### src/hw/mera_pkg.sv
`default_nettype none

package mera_pkg;

	// ------------------------------
	// sizes
	// ------------------------------

	// installed memory, words
	localparam int mem_words = 4096;
	// memory index width
	localparam int mem_aw = 12;
	// length of the clear level, cycles
	localparam int clear_cycles = 16;
	// clear counter width, must hold clear_cycles
	localparam int clear_cw = $clog2(clear_cycles + 1);

	// ------------------------------
	// basic types
	// ------------------------------

	// data word on the system bus
	typedef logic [15:0] word_t;
	// bus address, full 16 bits even if less memory is installed
	typedef logic [15:0] addr_t;

	// panel operations
	typedef enum logic [2:0] {
		op_load    = 3'd0,
		op_store   = 3'd1,
		op_fetch   = 3'd2,
		op_read_ar = 3'd3,
		op_clear   = 3'd4
	} op_t;

	// ------------------------------
	// channel payloads
	// ------------------------------

	// operator command, 19 bits
	typedef struct packed {
		op_t   op;
		// load value or store data
		word_t data;
	} panel_cmd_t;

	// decoded operation for execute, 21 bits
	typedef struct packed {
		op_t   op;
		word_t data;
		// memory write cycle needed
		logic  wr;
		// memory read cycle needed
		logic  rd;
	} exec_op_t;

	// result word back to the operator, 20 bits
	typedef struct packed {
		op_t   op;
		word_t data;
		// nomem hit, data holds the offending address
		logic  alarm;
	} panel_res_t;

endpackage

`default_nettype wire

### src/hw/panel_result.sv
`timescale 1ns/100ps
`default_nettype none

module panel_result import mera_pkg::*; (
	input  wire        CLK_EXT,
	input  wire        rst,
	// from execute
	input  panel_res_t exe,
	input  wire        exe_valid,
	output logic       exe_ready,
	// to the operator
	output panel_res_t res,
	output logic       res_valid,
	input  wire        res_ready
);

	// ------------------------------
	// output holding register
	// ------------------------------

	logic       full;
	panel_res_t res_q;
	logic       exe_fire;

	// take a new result while the old one leaves
	assign exe_ready = !full || res_ready;
	assign exe_fire  = exe_valid && exe_ready;

	assign res       = res_q;
	assign res_valid = full;

	always_ff @(posedge CLK_EXT) begin
		if (rst) begin
			full <= 1'b0;
		end else if (exe_fire) begin
			full <= 1'b1;
		end else if (res_ready) begin
			// operator took it
			full <= 1'b0;
		end
	end

	// payload, held while the operator stalls
	always_ff @(posedge CLK_EXT) begin
		if (exe_fire) begin
			res_q <= exe;
		end
	end

endmodule

`default_nettype wire

### config.mk
export PLATFORM = sky130hd
export DESIGN_NAME = panel_result
export DESIGN_NICKNAME = d
export VERILOG_FILES = /design/src/hw/mera_pkg.sv /design/src/hw/panel_result.sv
export SDC_FILE = /design/constraint.sdc
export NUM_CORES = 1
export LEC_CHECK = 0
export BUFFER_PORTS_ARGS = -buffer_cell sky130_fd_sc_hd__buf_2
export CORE_UTILIZATION = 38
export CTS_CLUSTER_SIZE = 30
export DETAILED_ROUTE_END_ITERATION = 7
export MAX_ROUTING_LAYER = met4
export PLACE_DENSITY = 0.75
export SKIP_LAST_GASP = 1
export SYNTH_ARGS = -nofsm -noshare
export SYNTH_HDL_FRONTEND = slang
export SYNTH_SLANG_ARGS = --single-unit
### constraint.sdc
create_clock -name CLK_EXT -period 1.5 [get_ports CLK_EXT]
set_clock_uncertainty 0.2 [all_clocks]
set_input_delay 0.15 -clock CLK_EXT [delete_from_list [all_inputs] [get_ports CLK_EXT]]
set_output_delay 0.15 -clock CLK_EXT [all_outputs]
set_load 0.05 [all_outputs]
==> results_dict.tcl <==
set metrics [dict create \
    yosysTopAreaCellShare 0.916 \
    synthXorXnorAreaFrac 0 \
    ant_nets 0 \
    cap_violations 0 \
    drtIter0Drc 17 \
    cts-resized-gates 0 \
    hold_path_end "res[14]$_DFFE_PP_" \
    grt_pass1_wl_mm 1.91 \
    fmax_ghz 0.712 \
    yosys_warnings 0 \
    fin_nets 121 \
    final_max_slew_viol_count 0 \
    crit_path_end_kind "flip-flop" \
    tightest_slew_ps 251 \
    finalSetupViolations 0 \
    synth_top_family_by_area "simple AND/OR/NAND/NOR gates" \
    fin_util 0.737 \
    async_flop_share 0 \
    coreArea_sq_um 1560 \
    port_buffers 45 \
    leakagePower_nw 0.506 \
    path_class "input port to flip-flop" \
    rrSetupSlack_ps 160 \
    viasPerCell 4.36 \
    hold_depth 2 \
    antennaDiodeCount 0 \
    place_congestion 0.594 \
    post-place-ws_ps 273 \
    clock_path_buffers 2 \
    routed_wl_mm 1.36 \
    antenna_found_initial 0 \
    cp-start-kind "input port" \
    slew_headroom 0.832 \
    syn_area_per_cell_sq_um 26.2 \
    synth_area_leader_cell "edfxtp_1" \
    violations "DRC" \
    synth-edff-count 20 \
    synthCells 25 \
    yosysSeqAreaShare 0.947 \
    dieArea_sq_um 1900 \
    fp.dieW_um 43.5 \
    htree_num_levels 1 \
    tns_ps 0 \
    synth_ff_type "edfxtp_1" \
    ys_top_cells_by_area "edfxtp_1 (92%), dfxtp_1 (3.1%), nand2b_4 (2.1%), a21oi_2 (1.3%), and2_4 (1.3%)" \
    synth.mux.area_fraction 0 \
    via_count 488 \
    syn_area_sq_um 656 \
    powerDensity_nw_per_um2 1030 \
    crit_required_ps 1530 \
    grt_max_degree 21 \
    grt_usage 0.153 \
    crit_path_frequent_cell "dlygate4sd3_1" \
    final_hold_viol_count 0 \
    rows 14 \
    clock_latency_ps 280 \
    grt_overflow 0 \
    whs_ps 176 \
    yosys_register_bits 21 \
    fp.dieH_um 43.5 \
    yosys.cell_count.top_type "edfxtp_1" \
    yosysUniqueCellTypes 6 \
    wl_per_cell_um 12.1 \
    cts.sinks 21 \
    crit_path_max_incr_delay_ps 550 \
    cts_root_buf "clkbuf_4" \
    area_delta_synth_final_pct 75.2 \
    finalPower_w 0.00119 \
    ioPinCount 46 \
    cp.arrival_ps 1440 \
    status "finished with violations" \
    synth_compound_area_frac 0.0134 \
    cts_made_buffers 3 \
    timing.final.ws_setup_ps 95.2 \
    hp-start "exe_valid" \
    period_needed_ps 1400 \
    initial_utilization 0.421 \
    syn_nets 49 \
    worstRegToRegCells 3 \
    first_global_vias 479 \
    synthAdderAreaFrac 0 \
    cp_max_fo 1 \
    yosys.area_share.simple 0.0344 \
    hold_class "input port to flip-flop" \
    drc 6 \
    firstDrtPassIters 6 \
    r2r-start "res_valid$_SDFFE_PP0P_" \
    reg2reg_to "res_valid$_SDFFE_PP0P_" \
    path_cells "dlygate4sd3_1 > buf_2 > a21oi_2 > dlygate4sd3_1" \
    n_fill_cell 98 \
    cp_slowest_cell "dlygate4sd3_1" \
    drive_above_1_share 0.542 \
    min_period_over_period 0.937 \
    rsz0062_at_grt "no" \
    ir_drop_v 0.000584 \
    cts_tree "built" \
    clkTransAtPathRegs_ps 100 \
]
-- cell type report --
class	instances	area [sq um]	share of cell area
flip-flops and latches	21	622	0.541
repair buffers	67	445	0.388
multi-input cells	3	31.3	0.0272
clock buffers	4	26.3	0.0229
well taps	16	20.0	0.0174
inverters	1	3.75	0.00327
-- critical path, delay by kind of cell --
kind | cells | cell delay (ps)
buf+inv | 3 | 1210
compound gates | 1 | 80
-- kinds of logic after synthesis --
logic type / after synthesis
buffers and inverters: 1
AOI/OAI and AO/OA: 1
DFF: 21
and+or+nand+nor: 2
-- per-stage QoR --
stage	instance area, sq um	std cells
after floorplan	657	25
final	1150	112
after detailed placement	902	86
after global placement	902	86
after CTS	1150	112
after global routing	1150	112
-- where the power goes --
group / switching [W] / internal, W / leakage (nW)
Sequential: 0.00000843 / 0.000682 / 0.202
Combinational: 0.000162 / 0.0000861 / 0.289
Clock: 0.000143 / 0.000103 / 0.0150
-- per-layer routing --
layer	wire length (um)	vias up	global-route usage
met5	0	-	-
met4	12	0	0.0750
met3	88	2	0.0292
met2	800	25	0.297
met1	455	223	0.137
li1	-	238	-
-- timing repair --
action | in CTS | in global routing
endpoints found under the hold margin | 21 | 0
buffers inserted | 0 | 0
hold buffers | 22 | 0
-- sequential cells by signal (all words and copies together) (netlist names) --
| signal | cells |
|---|---|
| res_valid | 1 |
| res | 20 |
-- layout by cell type (no fill, tap or decap) --
cell	netlist	final
a21oi_2	1	1
and2_4	1	1
buf_2	0	45
clkbuf_1	0	1
clkbuf_4	0	3
dfxtp_2	0	1
dlygate4sd3_1	0	22
edfxtp_1	20	20
inv_1	1	1
nand2b_4	1	1
-- worst max-delay path by stage --
| stage | from | endpoint | slack [ps] | cells after the start |
|---|---|---|---|---|
| 4_1_cts | rst | res_valid$_SDFFE_PP0P_ | 110 | 4 |
| 5_1_grt | rst | res_valid$_SDFFE_PP0P_ | 90 | 4 |
| 3_5_place_dp | res_valid$_SDFFE_PP0P_ | res[16]$_DFFE_PP_ | 270 | 2 |
| 3_3_place_gp | res_valid$_SDFFE_PP0P_ | res[17]$_DFFE_PP_ | 290 | 2 |
| 2_1_floorplan | res_valid$_SDFFE_PP0P_ | res[0]$_DFFE_PP_ | 70 | 2 |
| 6_report | rst | res_valid$_SDFFE_PP0P_ | 100 | 4 |
(Power assumes the default switching activity.)
