**src/hw/mera_pkg.sv**
```systemverilog
`default_nettype none

package mera_pkg;

	// ------------------------------
	// sizes
	// ------------------------------

	// installed memory, words
	localparam int mem_words = 4096;
	// memory index width
	localparam int mem_aw = 12;
	// length of the clear level, cycles
	localparam int clear_cycles = 16;
	// clear counter width, must hold clear_cycles
	localparam int clear_cw = $clog2(clear_cycles + 1);

	// ------------------------------
	// basic types
	// ------------------------------

	// data word on the system bus
	typedef logic [15:0] word_t;
	// bus address, full 16 bits even if less memory is installed
	typedef logic [15:0] addr_t;

	// panel operations
	typedef enum logic [2:0] {
		op_load    = 3'd0,
		op_store   = 3'd1,
		op_fetch   = 3'd2,
		op_read_ar = 3'd3,
		op_clear   = 3'd4
	} op_t;

	// ------------------------------
	// channel payloads
	// ------------------------------

	// operator command, 19 bits
	typedef struct packed {
		op_t   op;
		// load value or store data
		word_t data;
	} panel_cmd_t;

	// decoded operation for execute, 21 bits
	typedef struct packed {
		op_t   op;
		word_t data;
		// memory write cycle needed
		logic  wr;
		// memory read cycle needed
		logic  rd;
	} exec_op_t;

	// result word back to the operator, 20 bits
	typedef struct packed {
		op_t   op;
		word_t data;
		// nomem hit, data holds the offending address
		logic  alarm;
	} panel_res_t;

endpackage

`default_nettype wire

```
**src/hw/power_seq.sv**
```systemverilog
`timescale 1ns/100ps
`default_nettype none

module power_seq import mera_pkg::*; (
	input  wire  CLK_EXT,
	input  wire  rst,
	// master clear request from execute
	input  wire  clear_req,
	// clear level
	output logic clm,
	// power good
	output logic pon
);

	// ------------------------------
	// clear counter
	// ------------------------------

	// counts down the remaining clear cycles
	logic [clear_cw-1:0] cnt;

	// clear held while anything is left to count
	assign clm = (cnt != '0);

	always_ff @(posedge CLK_EXT) begin
		if (rst || clear_req) begin
			// (re)start the whole clear period
			cnt <= clear_cw'(clear_cycles);
			pon <= 1'b0;
		end else if (clm) begin
			cnt <= cnt - 1'b1;
			// power not good yet
			pon <= 1'b0;
		end else begin
			// clear over, power good
			pon <= 1'b1;
		end
	end

endmodule

`default_nettype wire

```
**config.mk**
```make
export PLATFORM = sky130hd
export DESIGN_NAME = power_seq
export DESIGN_NICKNAME = d
export VERILOG_FILES = /design/src/hw/mera_pkg.sv /design/src/hw/power_seq.sv
export SDC_FILE = /design/constraint.sdc
export NUM_CORES = 1
export LEC_CHECK = 0
export BUFFER_PORTS_ARGS = -buffer_cell sky130_fd_sc_hd__buf_2
export CELL_PAD_IN_SITES_DETAIL_PLACEMENT = 0
export CELL_PAD_IN_SITES_GLOBAL_PLACEMENT = 1
export CORE_AREA = 4 4 41 43
export DETAILED_ROUTE_END_ITERATION = 8
export DIE_AREA = 0 0 45 47
export GPL_TIMING_DRIVEN = 1
export PLACE_DENSITY = 0.41
export SLEW_MARGIN = 20
export SYNTH_ARGS = -nofsm -noshare
export SYNTH_HDL_FRONTEND = slang
export SYNTH_SLANG_ARGS = --single-unit
```
**constraint.sdc**
```tcl
create_clock -name CLK_EXT -period 3.9 [get_ports CLK_EXT]
set_input_delay 0.195 -clock CLK_EXT [delete_from_list [all_inputs] [get_ports CLK_EXT]]
set_output_delay 0.195 -clock CLK_EXT [all_outputs]
set_load 0.03 [all_outputs]
```
==> impl_metrics.py <==
metrics = {
    "setup_path": {
        "crit_path_max_fanout": 6,
        "crit_arrival_ps": 1640,
        "slowest_delay_ps": 590,
        "worst_path_max_delay_cell": "or4b_1",
        "end_kind": "output pin",
        "path_buf_inv": 2,
        "cp-start-kind": "flip-flop",
        "r2r_end": "cnt[1]",
        "timing.rr.start": "cnt[0]",
        "r2r_slack_ps": 2250,
        "reg2reg_depth": 4,
        "crit_family": "simple AND/OR/NAND/NOR gates",
        "critical_path_class": "flip-flop to output pin",
        "cp_cell_sequence": "inv_1 -> ha_1 -> or4b_1 -> buf_2",
        "critical_path_required_ps": 3700,
    },
    "synth": {
        "synth_top_area_share_pct": 44.9,
        "synth_xor_area_share_pct": 9.81,
        "yosysMostFrequentCell": "dfxtp_1",
        "yosysWarnings": 0,
        "ys.flop_type": "dfxtp_1",
        "synth-seq-cells": 6,
        "synth_compound_area_share_pct": 5.61,
        "synth_area_leader_cell": "dfxtp_1",
        "synth_adder_area_share_pct": 9.35,
        "synth_area_per_cell_um2": 9.56,
        "synth_cell_types": 12,
        "synth_top_family_by_area": "simple AND/OR/NAND/NOR gates",
        "synth_seq_area_share_pct": 44.9,
        "synthSimpleGateAreaFrac_pct": 22.0,
        "synth_area_um2": 268,
        "synthArstFlopShare_pct": 0,
        "synth_commonest_cells": "6 x dfxtp_1, 5 x nor2_1, 3 x nor3_1, 3 x xnor2_1",
        "synth_mux_area_share_pct": 3.74,
        "synth_fp_nets": 33,
        "synth_edf_count": 0,
        "synth_area_leaders": "dfxtp_1 45%, xnor2_1 9.8%, ha_1 9.3%, nor2_1 7.0%, nor3_1 5.6%",
        "syn_inst": 28,
    },
    "grt": {
        "track_usage_pct": 5.55,
        "grt-ovfl-total": 0,
        "antenna_found_initial": 0,
        "grt_pass1_wl_um": 786,
        "grt_max_degree": 7,
        "grt_pass1_vias": 203,
    },
    "detailed_routing": {
        "wirelength_um": 449,
        "via_count": 201,
        "dr.first_iter.drc_count": 3,
        "drtPass1Iterations": 2,
        "ant_nets": 0,
        "wire_per_inst_um": 9.16,
        "viasPerCell": 4.10,
        "drc": 0,
    },
    "cts": {
        "htree_levels": 1,
        "cts_setup_buffers": 0,
        "clk_latency_ps": 240,
        "cts-root-buf": "clkbuf_4",
        "cts.clk_slew.worst_paths_ps": 40,
        "cts_resized": 0,
        "clock_path_buffers": 2,
        "clock-sinks": 6,
        "cts_inserted_buffers": 3,
        "hold_buffers": 0,
        "cts_tree": "built",
    },
    "placed_design": {
        "gp_congestion": 0.607,
        "io_buffers": 4,
        "dp_cells": 46,
    },
    "sta": {
        "hold_viol": 0,
        "setup_violations": 0,
        "whs_ps": 176,
        "fin_skew_ps": 4.52,
        "max_freq_ghz": 0.544,
        "drv_slew": 0,
        "slew_headroom_pct": 83.7,
        "finalCritPeriodShare_pct": 47.1,
        "tightest_slew_ps": 245,
        "fin_crit_ps": 1840,
        "rsz0062_at_grt": "false",
        "setup_tns_ps": 0,
    },
    "floorplanning": {
        "core_area_mm2": 0.00130,
        "die_h_um": 47,
        "ios": 5,
        "die_area_mm2": 0.00212,
        "die_width_um": 45,
        "std_cell_rows": 13,
        "start_util_pct": 20.6,
    },
    "cells_and_area": {
        "nets": 41,
        "final_cells": 49,
        "diodes": 0,
        "area_growth_pct": 21.0,
        "post-route-util_pct": 24.9,
        "drive_above_1_share_pct": 23.5,
    },
    "power_and_ir_drop": {
        "power.leakage_nw": 0.132,
        "ir_drop_mv": 0.132,
        "power_per_cell_area_mw_per_mm2": 480,
    },
    "worst_hold_path": {
        "min_path_type": "input pin to flip-flop",
        "holdPathStages": 2,
        "whs_endpoint": "cnt[1]",
        "holdCritStartpoint": "rst",
    },
    "run_status": {
        "status": "completed",
    },
    "job": {
        "max_cap_violations": 0,
    },
}
==> area by class of cell <==
class | count | area (um^2)
fillers | 141 | 977
multi-input cells | 19 | 135
flip-flops and latches | 6 | 120
clock buffers | 3 | 22.5
repair buffers | 4 | 20.0
well taps | 15 | 18.8
inverters | 2 | 7.51
==> cell families after synthesis <==
| logic type | after synthesis |
|---|---|
| compound gates | 1 |
| xor+xnor | 3 |
| flops | 6 |
| buf+inv | 3 |
| fa+ha+maj | 2 |
| mux | 1 |
| simple gates | 12 |
==> power breakdown <==
part,total [mW],switching (mW),internal [mW]
clock,0.0559,0.0211,0.0347
sequential,0.0706,0.00396,0.0667
combinational,0.0290,0.0150,0.0140
total,0.155,0.0401,0.115
==> worst reg2reg max path, stage by stage (launching register included) <==
cell and delay, ps:
dfxtp_1 330, inv_1 80, ha_1 170, or4b_1 590
a2111oi_2 390
==> state kept, by name (all words and copies together), names as in the netlist <==
name  count
pon       1
cnt       5
==> metrics by stage <==
stage | setup slack (ps) | instance area (um^2) | power [mW]
6_report | 2060 | 324 | 0.155
5_1_grt | 1960 | 324 | 0.165
4_1_cts | 2040 | 324 | 0.160
3_5_place_dp | 2230 | 302 | 0.101
3_3_place_gp | 2270 | 302 | 0.101
2_1_floorplan | 2310 | 268 | 0.0944
==> worst max path at each step <==
stage	from	depth (start not counted)	endpoint	slack (ps)
after global placement	cnt[0]	4	cnt[1]	2270
final	cnt[0]	4	clm	2060
after CTS	cnt[0]	4	clm	2040
after detailed placement	cnt[0]	4	cnt[1]	2230
after floorplan	cnt[0]	5	cnt[1]	2310
after global routing	cnt[0]	4	clm	1960
==> layer usage <==
| layer | vias to the layer above | global-route usage [%] | share of wire (%) |
|---|---|---|---|
| met4 | 0 | 3.51 | 0 |
| met3 | 0 | 3.45 | 6.9 |
| met2 | 6 | 7.91 | 49 |
| met5 | - | 0 | 0 |
| met1 | 90 | 6.21 | 44 |
| li1 | 105 | - | - |
==> cells in the final DEF, fill, tap and decap left out <==
cell type | synthesis | final
ha_1 | 2 | 2
mux2i_1 | 1 | 1
xnor2_1 | 3 | 3
dfxtp_1 | 6 | 6
inv_1 | 2 | 2
nand2_1 | 2 | 2
clkbuf_4 | 0 | 3
a2111oi_2 | 1 | 1
or4b_1 | 1 | 1
nor3b_1 | 1 | 1
buf_2 | 1 | 4
nor3_1 | 3 | 3
nor2_1 | 5 | 5
No activity file was read; power rests on OpenSTA's default activity.
