==> src/hw/mera_pkg.sv <==
`default_nettype none

package mera_pkg;

	// ------------------------------
	// sizes
	// ------------------------------

	// installed memory, words
	localparam int mem_words = 4096;
	// memory index width
	localparam int mem_aw = 12;
	// length of the clear level, cycles
	localparam int clear_cycles = 16;
	// clear counter width, must hold clear_cycles
	localparam int clear_cw = $clog2(clear_cycles + 1);

	// ------------------------------
	// basic types
	// ------------------------------

	// data word on the system bus
	typedef logic [15:0] word_t;
	// bus address, full 16 bits even if less memory is installed
	typedef logic [15:0] addr_t;

	// panel operations
	typedef enum logic [2:0] {
		op_load    = 3'd0,
		op_store   = 3'd1,
		op_fetch   = 3'd2,
		op_read_ar = 3'd3,
		op_clear   = 3'd4
	} op_t;

	// ------------------------------
	// channel payloads
	// ------------------------------

	// operator command, 19 bits
	typedef struct packed {
		op_t   op;
		// load value or store data
		word_t data;
	} panel_cmd_t;

	// decoded operation for execute, 21 bits
	typedef struct packed {
		op_t   op;
		word_t data;
		// memory write cycle needed
		logic  wr;
		// memory read cycle needed
		logic  rd;
	} exec_op_t;

	// result word back to the operator, 20 bits
	typedef struct packed {
		op_t   op;
		word_t data;
		// nomem hit, data holds the offending address
		logic  alarm;
	} panel_res_t;

endpackage

`default_nettype wire

==> src/hw/bus_execute.sv <==
`timescale 1ns/100ps
`default_nettype none

module bus_execute import mera_pkg::*; (
	input  wire        CLK_EXT,
	input  wire        rst,
	input  wire        clm,
	// decoded operation from decode
	input  exec_op_t   dec,
	input  wire        dec_valid,
	output logic       dec_ready,
	// system bus towards memory
	output addr_t      mem_addr,
	output word_t      mem_wdata,
	output logic       mem_we,
	output logic       mem_re,
	input  word_t      mem_rdata,
	// master clear request, one cycle
	output logic       clear_req,
	// result towards the output register
	output panel_res_t exe,
	output logic       exe_valid,
	input  wire        exe_ready
);

	typedef enum logic [1:0] {
		st_idle,
		st_mem_wait,
		st_clr_wait,
		st_hold
	} state_t;

	state_t     state;
	// address register
	addr_t      ar;
	panel_res_t exe_q;
	logic       dec_fire;
	logic       nomem;
	logic       mem_op;

	// ------------------------------
	// handshake and bus strobes
	// ------------------------------

	// new op when idle, or when the held result leaves now
	assign dec_ready = !clm && (state == st_idle || (state == st_hold && exe_ready));
	assign dec_fire  = dec_valid && dec_ready;

	// stop-on-nomem check, only place it is made
	assign nomem  = (ar >= addr_t'(mem_words));
	assign mem_op = dec.wr || dec.rd;

	// memory cycle issued on the dec transfer itself
	assign mem_addr  = ar;
	assign mem_wdata = dec.data;
	assign mem_we    = dec_fire && dec.wr && !nomem;
	assign mem_re    = dec_fire && dec.rd && !nomem;

	assign clear_req = dec_fire && (dec.op == op_clear);

	assign exe       = exe_q;
	assign exe_valid = (state == st_hold);

	// ------------------------------
	// FSM
	// ------------------------------

	always_ff @(posedge CLK_EXT) begin
		if (rst) begin
			state <= st_idle;
		end else begin
			case (state)
				st_idle, st_hold: begin
					if (dec_fire) begin
						if (dec.op == op_clear) begin
							state <= st_clr_wait;
						end else if (mem_op && !nomem) begin
							state <= st_mem_wait;
						end else begin
							// load, read_ar and nomem answer right away
							state <= st_hold;
						end
					end else if (state == st_hold && exe_ready) begin
						state <= st_idle;
					end
				end
				// ram answers one cycle after the strobe
				st_mem_wait: state <= st_hold;
				// result once the clear level is gone
				st_clr_wait: begin
					if (!clm) begin
						state <= st_hold;
					end
				end
				default: state <= st_idle;
			endcase
		end
	end

	// ------------------------------
	// address register
	// ------------------------------

	always_ff @(posedge CLK_EXT) begin
		if (rst || clm) begin
			ar <= '0;
		end else if (dec_fire) begin
			if (dec.op == op_load) begin
				ar <= dec.data;
			end else if (mem_op && !nomem) begin
				// auto increment after a good store or fetch
				ar <= ar + 16'd1;
			end
		end
	end

	// ------------------------------
	// result payload
	// ------------------------------

	always_ff @(posedge CLK_EXT) begin
		if (dec_fire) begin
			exe_q.op    <= dec.op;
			exe_q.alarm <= mem_op && nomem;
			case (dec.op)
				op_load: exe_q.data <= dec.data;
				// fetch data replaced from ram later, unless nomem
				op_store, op_fetch, op_read_ar: exe_q.data <= ar;
				default: exe_q.data <= '0;
			endcase
		end else if (state == st_mem_wait && exe_q.op == op_fetch) begin
			exe_q.data <= mem_rdata;
		end
	end

endmodule

`default_nettype wire

==> config.mk <==
export PLATFORM = sky130hd
export DESIGN_NAME = bus_execute
export DESIGN_NICKNAME = d
export VERILOG_FILES = /design/src/hw/mera_pkg.sv /design/src/hw/bus_execute.sv
export SDC_FILE = /design/constraint.sdc
export NUM_CORES = 1
export LEC_CHECK = 0
export BUFFER_PORTS_ARGS = -buffer_cell sky130_fd_sc_hd__clkbuf_2
export CAP_MARGIN = 20
export CORE_MARGIN = 5
export CORE_UTILIZATION = 45
export CTS_CLUSTER_SIZE = 20
export DETAILED_ROUTE_END_ITERATION = 8
export GPL_TIMING_DRIVEN = 0
export HOLD_SLACK_MARGIN = 0.03
export PLACE_DENSITY = 0.88
export SYNTH_ARGS = -nofsm -noshare
export SYNTH_HDL_FRONTEND = slang
export SYNTH_SLANG_ARGS = --single-unit
==> constraint.sdc <==
create_clock -name CLK_EXT -period 2.5 [get_ports CLK_EXT]
set_input_delay 0.25 -clock CLK_EXT [delete_from_list [all_inputs] [get_ports CLK_EXT]]
set_output_delay 0.25 -clock CLK_EXT [all_outputs]
set_load 0.01 [all_outputs]
==> results_dict.tcl, run 1 <==
set metrics [dict create \
    status "completed" \
    hp-start "rst" \
    start_util 0.466 \
    max_slew_margin 0.493 \
    crit_path_cell_trace "inv_1, ha_1, a21o_2, nand2_4, clkbuf_1, nor2_1, clkbuf_2" \
    finalHoldViolCount 0 \
    cts.path.max_buffers 2 \
    cp-end-kind "output pin" \
    holdWs_ns 0.173 \
    placed_area_mm2 0.00279 \
    fin_skew_ns 0.00747 \
    num_vias 2355 \
    netlist_instances 250 \
    core-area_mm2 0.00475 \
    io_buffers 98 \
    fmax_mhz 432 \
    finalInstanceArea_mm2 0.00293 \
    antenna_found_initial 0 \
    dp_cells 415 \
    wl_mm 6.84 \
    h-tree-depth 2 \
    cp.required_ns 2.25 \
    ios 99 \
    yosysUniqueCellTypes 48 \
    syn-cell-area_mm2 0.00221 \
    hold_class "input port to flip-flop" \
    grt_pass1_vias 2222 \
    busiest_layer "met2" \
    p_total_w 0.00189 \
    criticalPathCategory "flip-flop to output pin" \
    synthFlopType "edfxtp_1" \
    die_y_um 80.1 \
    worst_setup_path_start_kind "flip-flop" \
    p_leak_nw 1.25 \
    drive_gt1_frac 0.392 \
    vdd_drop_max_mv 0.345 \
    cp_max_fo 10 \
    grt_use_met1 0.259 \
    async_flop_share 0 \
    grt_max_degree 17 \
    rsz0062_at_grt "false" \
    numCtsBuffers 5 \
    setup_viol 0 \
    area.growth.synth_to_final_pct 32.3 \
    power_density_mw_per_mm2 644 \
    synth-seq-cells 38 \
    cp_num_buf_inv 3 \
    place.gp.congestion 0.940 \
    r2r_start "mem_addr[12]$_SDFFE_PP0P_" \
    cts_sinks 38 \
    drt_first_pass_iters 5 \
    fin_cells 424 \
    clock_latency_ns 0.30 \
    cts_tree "built" \
    cpPeakStageDelay_ns 0.48 \
    overflow 0 \
    fin_crit_ns 2.31 \
    synth-edff-count 20 \
    routedWlPerCell_um 16.1 \
    num_antenna_cells 0 \
    drtAntennaViolNets 0 \
    drc 0 \
    synth_nets 298 \
    ys_seq_area_frac 0.434 \
    slew_violations 0 \
    crit_path_start "state[0]$_SDFFE_PP0P_" \
    maxCapViolCount 0 \
    grt_usage 0.212 \
    syn_area_per_cell_um2 8.85 \
    clk_pin_slew_worst_paths_ns 0.07 \
    min_period_over_period 0.925 \
    setup_tns_ns 0 \
    cp_data_arrival_time_ns 2.06 \
    ys_warn_count 0 \
    cpMaxStageDelayCell "clkbuf_1" \
    rows 25 \
    dp_hpwl_mm 5.20 \
    final_nets 404 \
    cpLargestDelayFamily "buffers and inverters" \
    die_w_um 80.1 \
    vias_per_cell 5.55 \
    use_met3 0.0538 \
    die_area_mm2 0.00642 \
    drt_iter0_markers 177 \
    grt_pass1_wl_mm 10.6 \
    root_buffer "clkbuf_8" \
    tightest_slew_ns 0.761 \
    met2_usage 0.361 \
]
-- metrics by stage --
step	utilization	setup slack, ns
after detailed placement	0.586	-0.0595
after floorplan	-	0.509
after global routing	0.616	0.0902
final	0.616	0.188
after CTS	0.611	0.0435
after global placement	0.586	-0.000411
-- layer usage --
metal,vias up,wire length (um)
li1,1125,-
met1,1099,2650
met3,7,737
met2,124,3360
met5,-,0
met4,0,91
-- layout by cell type, fill, tap and decap left out, drive strengths merged, types with 4 or more instances in the layout --
master and instances:
nor2 39, and3 6, buf 20, nand3 10, o21ai 14, ha 6
edfxtp 20, inv 4, a221oi 12, nor3 4, dfxtp 18, a21oi 17
nand2 25, a211oi 4, clkbuf 113, nand4 6, a31oi 9
-- report_power, final --
| group | switching, W | total (W) | internal [W] | leakage (nW) |
|---|---|---|---|---|
| combinational | 0.000338 | 0.000553 | 0.000215 | 0.857 |
| sequential | 0.0000337 | 0.000787 | 0.000753 | 0.331 |
| clock | 0.000220 | 0.000545 | 0.000325 | 0.0585 |
-- flip-flops by register name, summed over array words and instances (netlist names) --
signal / flops
state: 2
exe: 20
mem_addr: 16
-- worst paths after layout --
kind | cells past startpoint | slack, ns | end
setup / recovery | 7 | 0.19 | clear_req
hold / removal | 2 | 0.17 | state[0]$_SDFFE_PP0P_
setup reg to reg | 5 | 0.21 | mem_addr[0]$_SDFFE_PP0P_
hold reg to reg | 2 | 0.53 | mem_addr[15]$_SDFFE_PP0P_
-- synth_stat cells, types with 2 or more instances --
| library cell | n | area [um2] |
|---|---|---|
| a21o_2 | 2 | 17.5 |
| o32ai_1 | 2 | 17.5 |
| clkbuf_8 | 2 | 27.5 |
| nor3_1 | 4 | 20.0 |
| dfxtp_1 | 18 | 360 |
| ha_1 | 6 | 75.1 |
| nand2_1 | 24 | 90.1 |
| nand4_1 | 6 | 37.5 |
| and3_1 | 4 | 25.0 |
| a211oi_1 | 4 | 30.0 |
| clkbuf_1 | 7 | 26.3 |
| nand3_1 | 10 | 50.1 |
| a31oi_1 | 9 | 56.3 |
| buf_4 | 16 | 120 |
| nor2_1 | 38 | 143 |
| a21oi_1 | 17 | 85.1 |
| and3_2 | 2 | 15.0 |
| o21ai_0 | 13 | 65.1 |
| buf_1 | 2 | 7.51 |
| nor2b_1 | 2 | 12.5 |
| edfxtp_1 | 20 | 601 |
| a221oi_1 | 12 | 105 |
| inv_1 | 5 | 18.8 |
-- final cells by class --
type / instances / area [um2]
plain buffers: 27 / 188
clock buffers: 7 / 86.3
clock inverters: 1 / 30.0
fillers: 430 / 1830
inverters: 5 / 22.5
multi-input cells: 179 / 1050
flip-flops and latches: 38 / 961
well taps: 67 / 83.8
repair buffers: 100 / 505
-- cells by family after synthesis --
group,synth area share
and+or+nand+nor,0.232
buffers and inverters,0.0944
AOI/OAI and AO/OA,0.206
adders and majority gates,0.0339
DFF,0.434
-- timing repair --
action	CTS	global route
buffers inserted	0	2
hold buffers	0	0
pin swaps	0	0
gates resized for setup	2	2
setup endpoints to repair	23	5
Power figures use the tool's default switching activity.
==> run 2: changes to the inputs <==
==> constraint.sdc (replaced) <==
create_clock -name CLK_EXT -period 2.5 [get_ports CLK_EXT]
set_input_delay 0.375 -clock CLK_EXT [delete_from_list [all_inputs] [get_ports CLK_EXT]]
set_output_delay 0.375 -clock CLK_EXT [all_outputs]
set_load 0.01 [all_outputs]
==> run 2 against run 1 <==
  * Utilization rose by 0.13 points
  * Global-route usage unchanged
  * Non-clock buffer count is the same
  * Clock-buffer cell count unchanged
  * Worst hold slack improved by 0.12 ns
==> results_dict.tcl, run 2 (same netlist as run 1, synthesis figures left out) <==
set metrics [dict create \
    grt_usage 0.212 \
    cts_tree "built" \
    root_buffer "clkbuf_8" \
    antenna_found_initial 0 \
    cp_max_fo 10 \
    holdWs_ns 0.294 \
    ctsHoldBuffers 0 \
    max_slew_margin 0.533 \
    setup_viol 0 \
    area.growth.synth_to_final_pct 32.6 \
    start_util 0.466 \
    fillerInstances 428 \
    status "completed" \
    clock_latency_ns 0.29 \
    die_y_um 80.1 \
    die_w_um 80.1 \
    finalInstanceArea_mm2 0.00293 \
    numCtsBuffers 5 \
    min_period_over_period 0.935 \
    hold_class "input port to flip-flop" \
    ios 99 \
    power_density_mw_per_mm2 645 \
    multi_input_area_mm2 0.00105 \
    seqCellArea_um2 963 \
    fin_crit_ns 2.34 \
    final_core_util 0.617 \
    dp_hpwl_mm 5.20 \
    slew_violations 0 \
    vias_per_cell 5.51 \
    p_leak_nw 1.25 \
    drc 0 \
    dp_cells 415 \
    maxCapViolCount 0 \
    grt_pass1_vias 2221 \
    placed_area_mm2 0.00279 \
    rsz0062_at_grt "false" \
    io_buffers 98 \
    die_area_mm2 0.00642 \
    largest_register_ffs 20 \
    fin_cells 424 \
    grt_pass1_wl_mm 10.6 \
    drive_gt1_frac 0.401 \
    mostFrequentLayoutCell "clkbuf_2" \
    h-tree-depth 2 \
    tightest_slew_ns 0.700 \
    criticalPathCategory "flip-flop to output pin" \
    drt_iter0_markers 176 \
    overflow 0 \
    grt_max_degree 17 \
    cp.required_ns 2.12 \
    drt_first_pass_iters 4 \
    cp-end-kind "output pin" \
    core-area_mm2 0.00475 \
    final_nets 404 \
    cts_sinks 38 \
    num_vias 2338 \
    rows 25 \
    fin_skew_ns 0.00632 \
    drtAntennaViolNets 0 \
    cts.path.max_buffers 2 \
    routedWlPerCell_um 16.1 \
    place.gp.congestion 0.940 \
    layout_common_cells "clkbuf_2, nor2_1, nand2_1" \
    cp_data_arrival_time_ns 1.96 \
    num_antenna_cells 0 \
    setup_tns_ns 0 \
    finalHoldViolCount 0 \
    fmax_mhz 428 \
    wl_mm 6.81 \
    vdd_drop_max_mv 0.346 \
    worst_setup_path_start_kind "flip-flop" \
    clk_pin_slew_worst_paths_ns 0.07 \
]
run 2: cell count changes in the layout (fill, tap and decap cells not counted):
cell,change
clkbuf_4,+1
dfxtp_2,+2
buf_2,-1
clkbuf_2,+1
clkbuf_1,-1
dfxtp_1,-2
run 2: path summary, 6_finish.rpt:
| kind | start | end | slack, ns | depth (start not counted) |
|---|---|---|---|---|
| max reg2reg | mem_addr[12]$_SDFFE_PP0P_ | mem_addr[0]$_SDFFE_PP0P_ | 0.23 | 5 |
| max | state[0]$_SDFFE_PP0P_ | mem_we | 0.16 | 8 |
| min reg2reg | mem_addr[15]$_SDFFE_PP0P_ | mem_addr[15]$_SDFFE_PP0P_ | 0.53 | 2 |
| min | rst | state[0]$_SDFFE_PP0P_ | 0.29 | 2 |
run 2: per-stage QoR:
step	worst slack [ns]	power [W]
global placement	-0.108	0.00132
global route	0.0567	0.00198
CTS	-0.0815	0.00187
detailed placement	-0.123	0.00134
floorplan	0.384	0.00112
finish	0.162	0.00189
run 2: cell type report:
| type | count | share of cell area |
|---|---|---|
| repair buffers | 100 | 0.172 |
| clock inverters | 1 | 0.0102 |
| well taps | 67 | 0.0286 |
| flip-flops and latches | 38 | 0.328 |
| clock buffers | 7 | 0.0294 |
| plain buffers | 27 | 0.0652 |
| inverters | 5 | 0.00768 |
| multi-input cells | 179 | 0.358 |
run 2: critical path, cell delays in order, from the launching register on:
cell	delay, ns
dfxtp_2	0.36
inv_1	0.07
ha_1	0.20
a21o_2	0.21
nand2_4	0.13
clkinvlp_4	0.18
clkbuf_4	0.23
and3_1	0.17
clkbuf_2	0.12
run 2: per-layer routing:
| metal | share of wire | global-route usage | vias up |
|---|---|---|---|
| met4 | 0.013 | 0.0743 | 0 |
| met1 | 0.39 | 0.259 | 1095 |
| met3 | 0.10 | 0.0538 | 8 |
| met5 | 0 | 0 | - |
| met2 | 0.49 | 0.361 | 108 |
| li1 | - | - | 1127 |
run 2: what timing repair did:
| item | 4_1_cts | 5_1_grt |
|---|---|---|
| buffers inserted | 0 | 2 |
| setup endpoints to repair | 24 | 7 |
| resized for setup | 2 | 7 |
run 2: power breakdown:
| part | switching, W | internal (W) | total (W) |
|---|---|---|---|
| Sequential | 0.0000339 | 0.000756 | 0.000790 |
| Combinational | 0.000337 | 0.000217 | 0.000555 |
| Clock | 0.000224 | 0.000326 | 0.000549 |
