## src/hw/mera_pkg.sv

```systemverilog
`default_nettype none

package mera_pkg;

	// ------------------------------
	// sizes
	// ------------------------------

	// installed memory, words
	localparam int mem_words = 4096;
	// memory index width
	localparam int mem_aw = 12;
	// length of the clear level, cycles
	localparam int clear_cycles = 16;
	// clear counter width, must hold clear_cycles
	localparam int clear_cw = $clog2(clear_cycles + 1);

	// ------------------------------
	// basic types
	// ------------------------------

	// data word on the system bus
	typedef logic [15:0] word_t;
	// bus address, full 16 bits even if less memory is installed
	typedef logic [15:0] addr_t;

	// panel operations
	typedef enum logic [2:0] {
		op_load    = 3'd0,
		op_store   = 3'd1,
		op_fetch   = 3'd2,
		op_read_ar = 3'd3,
		op_clear   = 3'd4
	} op_t;

	// ------------------------------
	// channel payloads
	// ------------------------------

	// operator command, 19 bits
	typedef struct packed {
		op_t   op;
		// load value or store data
		word_t data;
	} panel_cmd_t;

	// decoded operation for execute, 21 bits
	typedef struct packed {
		op_t   op;
		word_t data;
		// memory write cycle needed
		logic  wr;
		// memory read cycle needed
		logic  rd;
	} exec_op_t;

	// result word back to the operator, 20 bits
	typedef struct packed {
		op_t   op;
		word_t data;
		// nomem hit, data holds the offending address
		logic  alarm;
	} panel_res_t;

endpackage

`default_nettype wire

```

## src/hw/panel_decode.sv

```systemverilog
`timescale 1ns/100ps
`default_nettype none

module panel_decode import mera_pkg::*; (
	input  wire        CLK_EXT,
	input  wire        rst,
	// clear level, blocks new commands
	input  wire        clm,
	// operator command channel
	input  panel_cmd_t cmd,
	input  wire        cmd_valid,
	output logic       cmd_ready,
	// decoded operation to execute
	output exec_op_t   dec,
	output logic       dec_valid,
	input  wire        dec_ready
);

	// ------------------------------
	// one-entry stage
	// ------------------------------

	logic     full;
	exec_op_t dec_q;
	logic     cmd_fire;

	// room if empty or the held entry leaves this cycle
	assign cmd_ready = !clm && (!full || dec_ready);
	assign cmd_fire  = cmd_valid && cmd_ready;

	assign dec       = dec_q;
	assign dec_valid = full;

	// stage occupancy
	always_ff @(posedge CLK_EXT) begin
		if (rst) begin
			full <= 1'b0;
		end else if (cmd_fire) begin
			full <= 1'b1;
		end else if (dec_ready) begin
			// entry taken by execute
			full <= 1'b0;
		end
	end

	// payload and strobes
	always_ff @(posedge CLK_EXT) begin
		if (cmd_fire) begin
			dec_q.op   <= cmd.op;
			dec_q.data <= cmd.data;
			// only store writes memory
			dec_q.wr   <= (cmd.op == op_store);
			// only fetch reads memory
			dec_q.rd   <= (cmd.op == op_fetch);
		end
	end

endmodule

`default_nettype wire

```

## config.mk

```make
export PLATFORM = sky130hd
export DESIGN_NAME = panel_decode
export DESIGN_NICKNAME = d
export VERILOG_FILES = /design/src/hw/mera_pkg.sv /design/src/hw/panel_decode.sv
export SDC_FILE = /design/constraint.sdc
export NUM_CORES = 1
export LEC_CHECK = 0
export BUFFER_PORTS_ARGS = -buffer_cell sky130_fd_sc_hd__buf_2
export CELL_PAD_IN_SITES_DETAIL_PLACEMENT = 1
export CELL_PAD_IN_SITES_GLOBAL_PLACEMENT = 2
export CORE_MARGIN = 2
export CORE_UTILIZATION = 27
export CTS_CLUSTER_SIZE = 40
export DETAILED_ROUTE_END_ITERATION = 8
export PLACE_DENSITY = 0.86
export SETUP_SLACK_MARGIN = 0.3
export SLEW_MARGIN = 20
export SYNTH_ARGS = -nofsm -noshare
export SYNTH_HDL_FRONTEND = slang
export SYNTH_SLANG_ARGS = --single-unit
```

## constraint.sdc

```tcl
create_clock -name CLK_EXT -period 4.2 [get_ports CLK_EXT]
set_input_delay 0.21 -clock CLK_EXT [delete_from_list [all_inputs] [get_ports CLK_EXT]]
set_output_delay 0.21 -clock CLK_EXT [all_outputs]
set_load 0.03 [all_outputs]
```

==> key figures, run 1 <==
Synthesis
  – Post-synthesis sequential area ratio: 0.9253
  – Area leader, netlist: edfxtp_1
  – Synth area leaders: edfxtp_1, dfxtp_1, nor3b_1, a21oi_2, nand2b_2
  – Post-Synthesis Net Count: 54
  – Count of cell types in the netlist: 8
  – Synth top area share: 0.8968
  – Synth Cell Area: around 700 um^2
  – Synth Instances: 30
  – Avg Cell Area, Syn: roughly 23 um^2
  – Register bit count reported by yosys: 22
  – Synth warn: 0

Clocking
  – Num CTS Buffers: 3
  – CTS Hold Bufs: 0
  – Post-CTS setup repair buffer count: 0
  – Post_cts resized: 0
  – Clock sink count: 22
  – CTS tree: built
  – Clock Pin Slew Worst Setup and Hold Paths: 110 ps
  – Worst-Skew Late Latency: approximately 290 ps
  – Root buf cell: clkbuf_4
  – Clock Tree Buf Depth: 2
  – H-tree depth: 1

Timing
  – Max transition margin: 0.3535
  – Setup TNS: 0 ps
  – Final setup vio count: 0
  – Worst-case clock skew: between 0.8 and 0.9 ps
  – Unrepaired setup endpoints after global routing: false
  – Worst-Margin Slew: around 970 ps
  – Fmax: 0.6146 GHz
  – Final period utilization: 0.3874
  – Tmin final: approximately 1600 ps
  – Slew Viols, Final: 0
  – Final hold viol count: 0

Layout
  – Most common cell after layout, fill and taps aside: buf_2
  – Most frequent cells in the layout: buf_2, edfxtp_1, clkbuf_4, nor3b_1
  – Synth-to-layout area growth: 42.17%
  – Nets: approximately 110
  – Number of diodes: 0
  – Share of cells above drive strength 1: 0.6500

Run
  – Max_cap viols: 0

Power and ir drop
  – PwrDens: roughly 390 mW/mm^2
  – Logic pwr share: 0.119
  – Clk pwr share: 0.236
  – Sw power: ~0.092 mW
  – Internal Pwr Total: between 0.3 and 0.4 mW
  – Switch share: 0.2332
  – Total design power: 0.3933 mW
  – Max rail drop VDD: 0.2141 mV
  – Leakage: approximately 0.42 nW
  – Seq pwr share: 0.645

Global routing
  – GR Util All Layers: 0.09398
  – First-pass GRT wire length: ~1.9 mm
  – Initial antenna violation count: 0
  – Vias in the first global route: around 480
  – Largest net degree at the start of global routing: 22
  – Gr ovfl total: 0

Routing
  – Remaining DRCs: 0
  – DRT met1 WL: 447 um
  – Antenna viol nets, final: 0
  – Detail Route met2 WL: 673 um
  – First-pass iteration count of the detailed router: 1
  – Vias per inst: ~4.0
  – Vias: about 440
  – Met3 WL post-DR: 128 um
  – Initial drt markers: 0
  – Highest routed layer: met3
  – WL final: between 1 and 1.5 mm
  – Average wire per standard cell: ~11 um

Worst setup path
  – Worst reg-to-reg setup slack: around 2600 ps
  – Reg2Reg Depth: 2
  – WP data required: around 4100 ps
  – Crit path buf inv count: 0
  – Slowest cell on the critical path: nor2_2
  – Worst path arrival time: around 1600 ps
  – Startpoint Class: flop
  – Critical path class: flop to flop
  – Crit path max-delay family: simple AND/OR/NAND/NOR gates
  – RR Startpoint: dec_valid
  – FF-to-FF End: dec[3]
  – Worst path max stage delay: between 700 and 800 ps
  – Critical Path End Type: flop
  – Worst-path cell chain: nor2b_1 -> nor2_2
  – Crit path depth: 2
  – CP Max Fanout: 21

Floorplan
  – Die Y: between 50 and 60 um
  – Core outline area: roughly 0.0025 mm^2
  – Rows: 18
  – Initial core utilization: 0.2838
  – DIE AREA: a little over 0.003 mm^2
  – # IOs: 47
  – Die Wd: between 50 and 60 um

Outcome
  – Status: finished clean

Placed design
  – Routability cong.: 0.6278
  – Port buffer count: 46

Worst hold path
  – Hold path start: rst
  – Hold Crit Class: input pin to flop
  – Hold path depth: 2
  – Hold Crit Endpoint: dec_valid
[per-stage QoR]
stage          utilization  hold slack (ps)  cells  instance area, um^2  worst slack (ps)
3_5_place_dp        0.3929            372.7    106                973.4              2505
2_1_floorplan            -            272.4     30                703.2              2301
4_1_cts             0.4035            41.08    110                999.7              2515
6_report            0.4035            53.89    110                999.7              2573
3_3_place_gp        0.3929            372.7    106                973.4              2584
5_1_grt             0.4035            29.34    110                999.7              2417
[per-layer routing]
layer / vias to the layer above / GRT usage
li1: 215 / -
met1: 203 / 0.08696
met2: 26 / 0.1786
met3: 0 / 0.03226
met4: 0 / 0.04878
met5: - / 0
[registers in the layout (all words and copies together) (netlist names)]
signal     flops
dec           21
dec_valid      1
[power groups by stage]
| stage | registers, mW | clock network (mW) | logic (mW) |
|---|---|---|---|
| floorplan | 0.278 | 0 | 0.00708 |
| detailed placement | 0.259 | 0 | 0.0478 |
| global route | 0.255 | 0.109 | 0.0508 |
| finish | 0.254 | 0.0927 | 0.0469 |
| CTS | 0.254 | 0.0990 | 0.0478 |
| global placement | 0.258 | 0 | 0.0470 |
[worst register-to-register path, stage by stage (launching register included)]
cell and delay [ps]:
dfxtp_1 340, nor2b_1 160, nor2_2 760
[synth_stat cells (all sizes together)]
library cell / instances
nand2b: 2
nor2: 2
nor3b: 2
nor2b: 1
a21oi: 1
dfxtp: 1
edfxtp: 21
[kinds of logic after synthesis]
kind of cell,count (synthesis),synth area share
AO/OA/AOI/OAI,1,0.01246
flip-flops,22,0.9253
AND/OR/NAND/NOR,7,0.06229
[worst max-delay path by stage]
stage / startpoint / endpoint
3_5_place_dp: clm / dec[7]
6_report: dec_valid / dec[3]
2_1_floorplan: dec_valid / dec[0]
4_1_cts: dec_valid / dec[16]
3_3_place_gp: clm / dec[8]
5_1_grt: dec_valid / dec[10]
[cell type report]
type,instances,area [um^2]
clock inverter,1,3.754
timing repair buffer,46,230.2
multi-input combinational,8,55.05
tap,30,37.54
sequential,22,650.6
clock buffer,3,22.52
fill,281,1478
Power figures use the tool's default switching activity.
==> run 2, diff against run 1 <==
- ABC_AREA: not set -> 1
- CORE_UTILIZATION: 27 -> 22
- PLACE_DENSITY: 0.86 -> 0.77
- clock period: 4.2 -> 1.36 ns (I/O delays scaled with it)
==> run 2 against run 1 <==
Net effect: first-iteration DRC count grew 9; register-to-register slack lost 2400 ps; die area grew 22%; total power grew to 3.3 times the previous value; non-clock buffer count grew 27; critical endpoint is now dec[18]; largest power group unchanged; highest routed layer unchanged.
==> key figures, run 2 <==
Outcome
  – Status: finished clean

Clocking
  – Clock Tree Buf Depth: 2 (unchanged)
  – CTS tree: built
  – H-tree depth: 1 (unchanged)
  – Clock sink count: 22 (unchanged)
  – Worst-Skew Late Latency: 290 ps (about the same)
  – Root buf cell: clkbuf_4
  – Clock Pin Slew Worst Setup and Hold Paths: 110 ps (about the same)
  – Num CTS Buffers: 3 (unchanged)

Timing
  – Unrepaired setup endpoints after global routing: true
  – Max transition margin: 0.8505 (+0.4970)
  – Fmax: 0.8432 GHz (+37%)
  – Final period utilization: 0.8720 (+0.4847)
  – Worst-Margin Slew: 223.5 ps (-745.2 ps)
  – Worst-case clock skew: 6.003 ps (+5.151 ps)
  – Final hold viol count: 0 (unchanged)
  – Tmin final: 1186 ps (-441.0 ps)
  – Slew Viols, Final: 0 (unchanged)
  – Hold slack final: 120.4 ps (+66.52 ps)
  – Final setup vio count: 0 (unchanged)
  – Final Worst Setup Slack: 174.0 ps (-2399 ps)

Worst setup path
  – Worst path arrival time: 1210 ps (-350 ps)
  – Slowest cell on the critical path: dfxtp_4
  – Worst-path cell chain: nand2_4 -> inv_4 -> nor3_4 -> buf_4 -> buf_6
  – Critical Path End Type: flop
  – Startpoint Class: flop
  – CP Max Fanout: 5 (-76%)
  – Critical path class: flop to flop
  – Worst path max stage delay: 370 ps (-390 ps)
  – WP data required: 1380 ps (-2750 ps)

Power and ir drop
  – Sw power: 0.3019 mW (+230%)
  – Total design power: 1.300 mW (+230%)
  – Switch share: 0.2322 (-0.001030)
  – Clk pwr share: 0.217 (-0.019)
  – Seq pwr share: 0.602 (-0.043)
  – Leakage: 0.5986 nW (+44%)
  – PwrDens: 960.3 mW/mm^2 (+140%)
  – Logic pwr share: 0.181 (+0.062)
  – Max rail drop VDD: 0.2971 mV (+39%)
  – Internal Pwr Total: 0.9982 mW (+230%)

Layout
  – Utilization after layout: 0.4398 (+0.03630)
  – Nets: 138 (+31%)
  – Most common cell after layout, fill and taps aside: buf_2
  – Fin cells: 157 (+43%)
  – Number of diodes: 0 (unchanged)
  – Most frequent cells in the layout: buf_2, edfxtp_1, dlygate4sd3_1, inv_1, buf_6
  – Largest register FFs: 21 (unchanged)
  – Share of cells above drive strength 1: 0.5398 (-0.1102)
  – Synth-to-layout area growth: 90.16%

Synthesis
  – Post-Synthesis Net Count: 60 (+11%)
  – Async SR Flop Fraction: 0 (unchanged)
  – Synth warn: 0 (unchanged)
  – Register bit count reported by yosys: 22 (unchanged)
  – Most frequent cell after synthesis: edfxtp_1
  – Synth area leaders: edfxtp_1, inv_1, dfxtp_1, nand2_1, nor3_2
  – Count of cell types in the netlist: 8 (unchanged)
  – Most frequent cells after synthesis: edfxtp_1, inv_1, nand2_1
  – Synth top area share: 0.8858 (-0.01103)
  – Synth Instances: 36 (+20%)
  – Post-synthesis sequential area ratio: 0.9139 (-0.01138)
  – Synth Cell Area: 711.9 um^2 (+1.2%)
  – Number of synthesized flops with an enable pin: 21 (unchanged)
  – Avg Cell Area, Syn: 19.78 um^2 (-16%)
  – Area leader, netlist: edfxtp_1
  – Ys flop type: edfxtp_1

Routing
  – Vias: 572 (+29%)
  – Average wire per standard cell: 11.06 um (-2.7%)
  – Antenna viol nets, final: 0 (unchanged)
  – WL final: 1.736 mm (+39%)
  – First-pass iteration count of the detailed router: 2 (+1)
  – Vias per inst: 3.643 (-9.7%)
  – Remaining DRCs: 0 (unchanged)
  – Initial drt markers: 9 (+9)

Placed design
  – Routability cong.: 0.5780 (-7.9%)
  – Setup slack at placement: 210.6 ps (-2294 ps)
  – Inst Count DP: 128 (+21%)
  – Detail Placement HPWL: approximately 1.2 mm
  – Port buffer count: 46 (unchanged)

Run
  – Max_cap viols: 0 (unchanged)

Floorplan
  – Core outline area: 0.003078 mm^2 (+24%)
  – Die Wd: 60.89 um (+11%)
  – # IOs: 47 (unchanged)
  – DIE AREA: 0.003707 mm^2 (+22%)
  – Rows: 20 (+2)
  – Die Y: 60.89 um (+11%)
  – Initial core utilization: 0.2313 (-0.05254)

Global routing
  – Gr ovfl total: 0 (unchanged)
  – Initial antenna violation count: 0 (unchanged)
  – First-pass GRT wire length: 2.656 mm (+41%)
  – Vias in the first global route: 661 (+37%)
  – Largest net degree at the start of global routing: 13 (-41%)
  – GR Util All Layers: 0.09849 (+0.004509)

Worst hold path
  – Hold Crit Class: input pin to flop
==> run 2: final timing paths <==
| kind | cells past startpoint | endpoint | slack, ps | from |
|---|---|---|---|---|
| min reg2reg | 4 | dec_valid | 610 | dec_valid |
| max reg2reg | 5 | dec[18] | 170 | dec_valid |
| min | 4 | dec_valid | 120 | clm |
| max | 5 | dec[18] | 170 | dec_valid |
==> run 2: power by group through the flow <==
stage                     Clock, mW  Combinational (mW)  Sequential (mW)
after floorplan                   0              0.0256            0.858
after global placement            0               0.159            0.797
after detailed placement          0               0.162            0.798
after CTS                     0.296               0.229            0.783
after global routing          0.336               0.254            0.786
final                         0.282               0.236            0.783
==> run 2: kinds of logic after synthesis <==
kind of cell    Yosys count  synth area share
buf+inv                   6           0.03163
simple gates              7           0.04745
compound gates            1          0.007023
flops                    22            0.9139
==> run 2: worst max-delay path, delay by kind of cell (launching register included) <==
kind,cells,cell delay [ps]
and+or+nand+nor,2,250
buffers and inverters,3,310
DFF,1,370
==> run 2: layer usage <==
metal | share of wire | wire (um) | up-vias | track usage
met5 | 0 | 0 | - | 0
met4 | 0 | 0 | 0 | 0.02795
met3 | 0.075 | 131 | 0 | 0.02559
met2 | 0.55 | 959 | 32 | 0.1905
met1 | 0.37 | 645 | 258 | 0.1038
li1 | - | - | 282 | -
==> run 2: stage by stage <==
step,cell area [um^2],TNS (ps)
floorplan,724.4,-2202
global placement,1037,0
detailed placement,1037,0
CTS,1324,0
global route,1354,0
finish,1354,0
==> run 2: area by class of cell <==
cell class / count / area [um^2]
fillers: 349 / 1724
repair buffers: 73 / 533.0
clock buffers: 3 / 22.52
clock inverters: 1 / 3.754
flip-flops and latches: 22 / 654.4
multi-input cells: 8 / 60.06
inverters: 6 / 25.02
well taps: 44 / 55.05
==> run 2: repair_timing <==
| item | CTS | global route |
|---|---|---|
| setup endpoints to repair | 22 | 22 |
| resized for setup | 4 | 6 |
| hold buffers | 20 | 0 |
| hold endpoints to repair | 20 | 0 |
| gates cloned | 1 | 0 |
| pin swaps | 2 | 1 |
| setup buffers | 3 | 1 |
==> run 3, diff against run 2 <==
- ABC_AREA: 1 -> not set
- ABC_CLOCK_PERIOD_IN_PS: not set -> 1360
- CORE_UTILIZATION: 22 -> 23
- PLACE_DENSITY: 0.77 -> 0.79
==> run 3 against run 2 <==
Net effect: count of clock-buffer cells in the layout unchanged; largest cell class unchanged; via count decreased by 3.5%; critical endpoint is now cmd_ready; sequential share of layout area increased by 2.6 points; utilization decreased by 0.87 points; critical path depth decreased by 2; worst setup slack improved by 79 ps; final cell count decreased by 13%; total power decreased by 0.91%; clock power increased by 2%; maximum frequency increased by 7.1%; clock skew decreased by 1.4 ps; wire length decreased by 4.0%.
==> key figures, run 3 (synthesized netlist as in run 1, its figures left out) <==
Layout
  – Fillcell total: 324 (-7.2%)
  – Most common cell after layout, fill and taps aside: buf_2
  – Nets: 128 (-7.2%)
  – Largest register FFs: 21 (unchanged)
  – Most frequent cells in the layout: buf_2, edfxtp_1, dlygate4sd3_1, clkbuf_4
  – Number of diodes: 0 (unchanged)
  – Final Cell Area: 0.001284 mm^2 (-5.2%)
  – Register area: 654.4 um^2 (unchanged)
  – Synth-to-layout area growth: 82.56%
  – Area of the multi-input gates: 70.07 um^2 (+17%)
  – Share of cells above drive strength 1: 0.5631 (+0.02328)

Global routing
  – First-pass GRT wire length: 2.490 mm (-6.3%)
  – Gr ovfl total: 0 (unchanged)
  – Vias in the first global route: 585 (-11%)
  – Initial antenna violation count: 0 (unchanged)
  – GR Util All Layers: 0.09738 (-0.001110)
  – Largest net degree at the start of global routing: 22 (+9)

Clocking
  – Clock Tree Buf Depth: 2 (unchanged)
  – Clock Pin Slew Worst Setup and Hold Paths: 120 ps (about the same)
  – Worst-Skew Late Latency: 290 ps (about the same)
  – CTS tree: built
  – Num CTS Buffers: 3 (unchanged)
  – Clock sink count: 22 (unchanged)
  – H-tree depth: 1 (unchanged)
  – Root buf cell: clkbuf_4

Worst setup path
  – CP Max Fanout: 2 (-3)
  – FF-to-FF End: dec[1]
  – Crit path depth: 3 (-2)
  – Worst path arrival time: 1040 ps (-170 ps)
  – Worst-path cell chain: nor2b_4 -> nor2_2 -> buf_6
  – Crit path max-delay family: flip-flops
  – WP data required: 1290 ps (-90 ps)
  – Worst path max stage delay: 360 ps (about the same)
  – Slowest cell on the critical path: dfxtp_4
  – Critical path class: flop to output port
  – Critical Path End Type: output port
  – Crit path buf inv count: 1 (-2)
  – Critical Path Start: dec_valid
  – Crit path to: cmd_ready
  – RR Startpoint: dec_valid
  – Startpoint Class: flop
  – Reg2Reg Depth: 3 (-2)
  – Worst reg-to-reg setup slack: 260 ps (+90 ps)

Placed design
  – Routability cong.: 0.6197 (+7.2%)
  – Setup slack at placement: 324.4 ps (+113.8 ps)
  – Port buffer count: 46 (unchanged)
  – DP Area: 0.001013 mm^2 (-2.3%)

Routing
  – Vias: 552 (-3.5%)
  – WL final: 1.667 mm (-4.0%)
  – First-pass iteration count of the detailed router: 2 (unchanged)
  – Average wire per standard cell: 12.26 um (+11%)
  – Antenna viol nets, final: 0 (unchanged)
  – Initial drt markers: 5 (-4)
  – Vias per inst: 4.059 (+11%)
  – Remaining DRCs: 0 (unchanged)

Timing
  – Setup TNS: 0 ps (unchanged)
  – Final hold viol count: 0 (unchanged)
  – Unrepaired setup endpoints after global routing: true
  – Fmax: 0.9030 GHz (+7.1%)
  – Worst-Margin Slew: 167.1 ps (-56.38 ps)
  – Final setup vio count: 0 (unchanged)
  – Final period utilization: 0.8143 (-0.05778)
  – Tmin final: 1107 ps (-78.58 ps)
  – Slew Viols, Final: 0 (unchanged)
  – Final Worst Setup Slack: 252.6 ps (+78.58 ps)
  – Max transition margin: 0.8883 (+0.03783)
  – Hold slack final: 58.73 ps (-61.68 ps)
  – Worst-case clock skew: 4.580 ps (-1.423 ps)

Outcome
  – Status: finished clean

Power and ir drop
  – Leakage: 0.5310 nW (-11%)
  – PwrDens: 1004 mW/mm^2 (+4.5%)
  – Max rail drop VDD: 0.4921 mV (+66%)
  – Total design power: 1.288 mW (-0.91%)

Worst hold path
  – Hold Crit Class: input pin to flop

Floorplan
  – # IOs: 47 (unchanged)
  – Initial core utilization: 0.2361 (+0.004833)
  – Core outline area: 0.002978 mm^2 (-3.3%)
  – DIE AREA: 0.003515 mm^2 (-5.2%)
  – Rows: 20 (unchanged)
  – Die Wd: 59.29 um (-2.6%)
  – Die Y: 59.29 um (-2.6%)

Run
  – Max_cap viols: 0 (unchanged)
run 3: cell types whose count changed in the layout (fill, tap and decap cells not counted), moves of 2 or more:
cell / before / now
buf_6: 4 / 1
nand2_1: 2 / 0
inv_1: 5 / 0
nor3b_1: 0 / 2
run 3: worst min path at each step:
| stage | slack [ps] | endpoint | start | cells past startpoint |
|---|---|---|---|---|
| 2_1_floorplan | 120 | dec_valid | rst | 1 |
| 3_3_place_gp | 220 | dec_valid | rst | 2 |
| 3_5_place_dp | 220 | dec_valid | rst | 2 |
| 4_1_cts | 50 | dec_valid | cmd_valid | 3 |
| 5_1_grt | 40 | dec_valid | cmd_valid | 3 |
| 6_report | 60 | dec_valid | cmd_valid | 3 |
run 3: metal layers:
| layer | vias up | track usage | share of wire | wire length, um |
|---|---|---|---|---|
| li1 | 261 | - | - | - |
| met1 | 265 | 0.09283 | 0.33 | 548 |
| met2 | 26 | 0.1947 | 0.60 | 992 |
| met3 | 0 | 0.02183 | 0.076 | 126 |
| met4 | 0 | 0.03896 | 0 | 0 |
| met5 | - | 0 | 0 | 0 |
run 3: report_power, final:
| part | switching (mW) | leakage, nW | internal (mW) |
|---|---|---|---|
| clock | 0.181 | 0.0154 | 0.107 |
| sequential | 0.00693 | 0.205 | 0.775 |
| combinational | 0.113 | 0.310 | 0.106 |
| total | 0.301 | 0.531 | 0.988 |
run 3: worst min-delay path, cell delays in order:
cell and delay [ps]:
buf_2 100, nand2b_2 100, a21oi_2 60
run 3: final cells by class:
| class | instances | share of cell area |
|---|---|---|
| Sequential cell | 22 | 0.5097 |
| Timing Repair Buffer | 69 | 0.3830 |
| Multi-Input combinational cell | 8 | 0.05458 |
| Tap cell | 33 | 0.03216 |
| Clock buffer | 3 | 0.01754 |
| Clock inverter | 1 | 0.002924 |
run 3: what timing repair did:
item                       in CTS  in global routing
cloned                          0                  1
pin swaps                       0                  1
hold buffers                   20                  0
hold endpoints to repair       20                  0
gates resized for setup         1                  4
setup endpoints to repair       1                 23
buffers inserted                1                  0
run 3: stage by stage:
step,instances,util
2_1_floorplan,30,-
3_3_place_gp,110,0.3403
4_1_cts,135,0.4197
3_5_place_dp,110,0.3403
5_1_grt,136,0.4311
6_report,136,0.4311
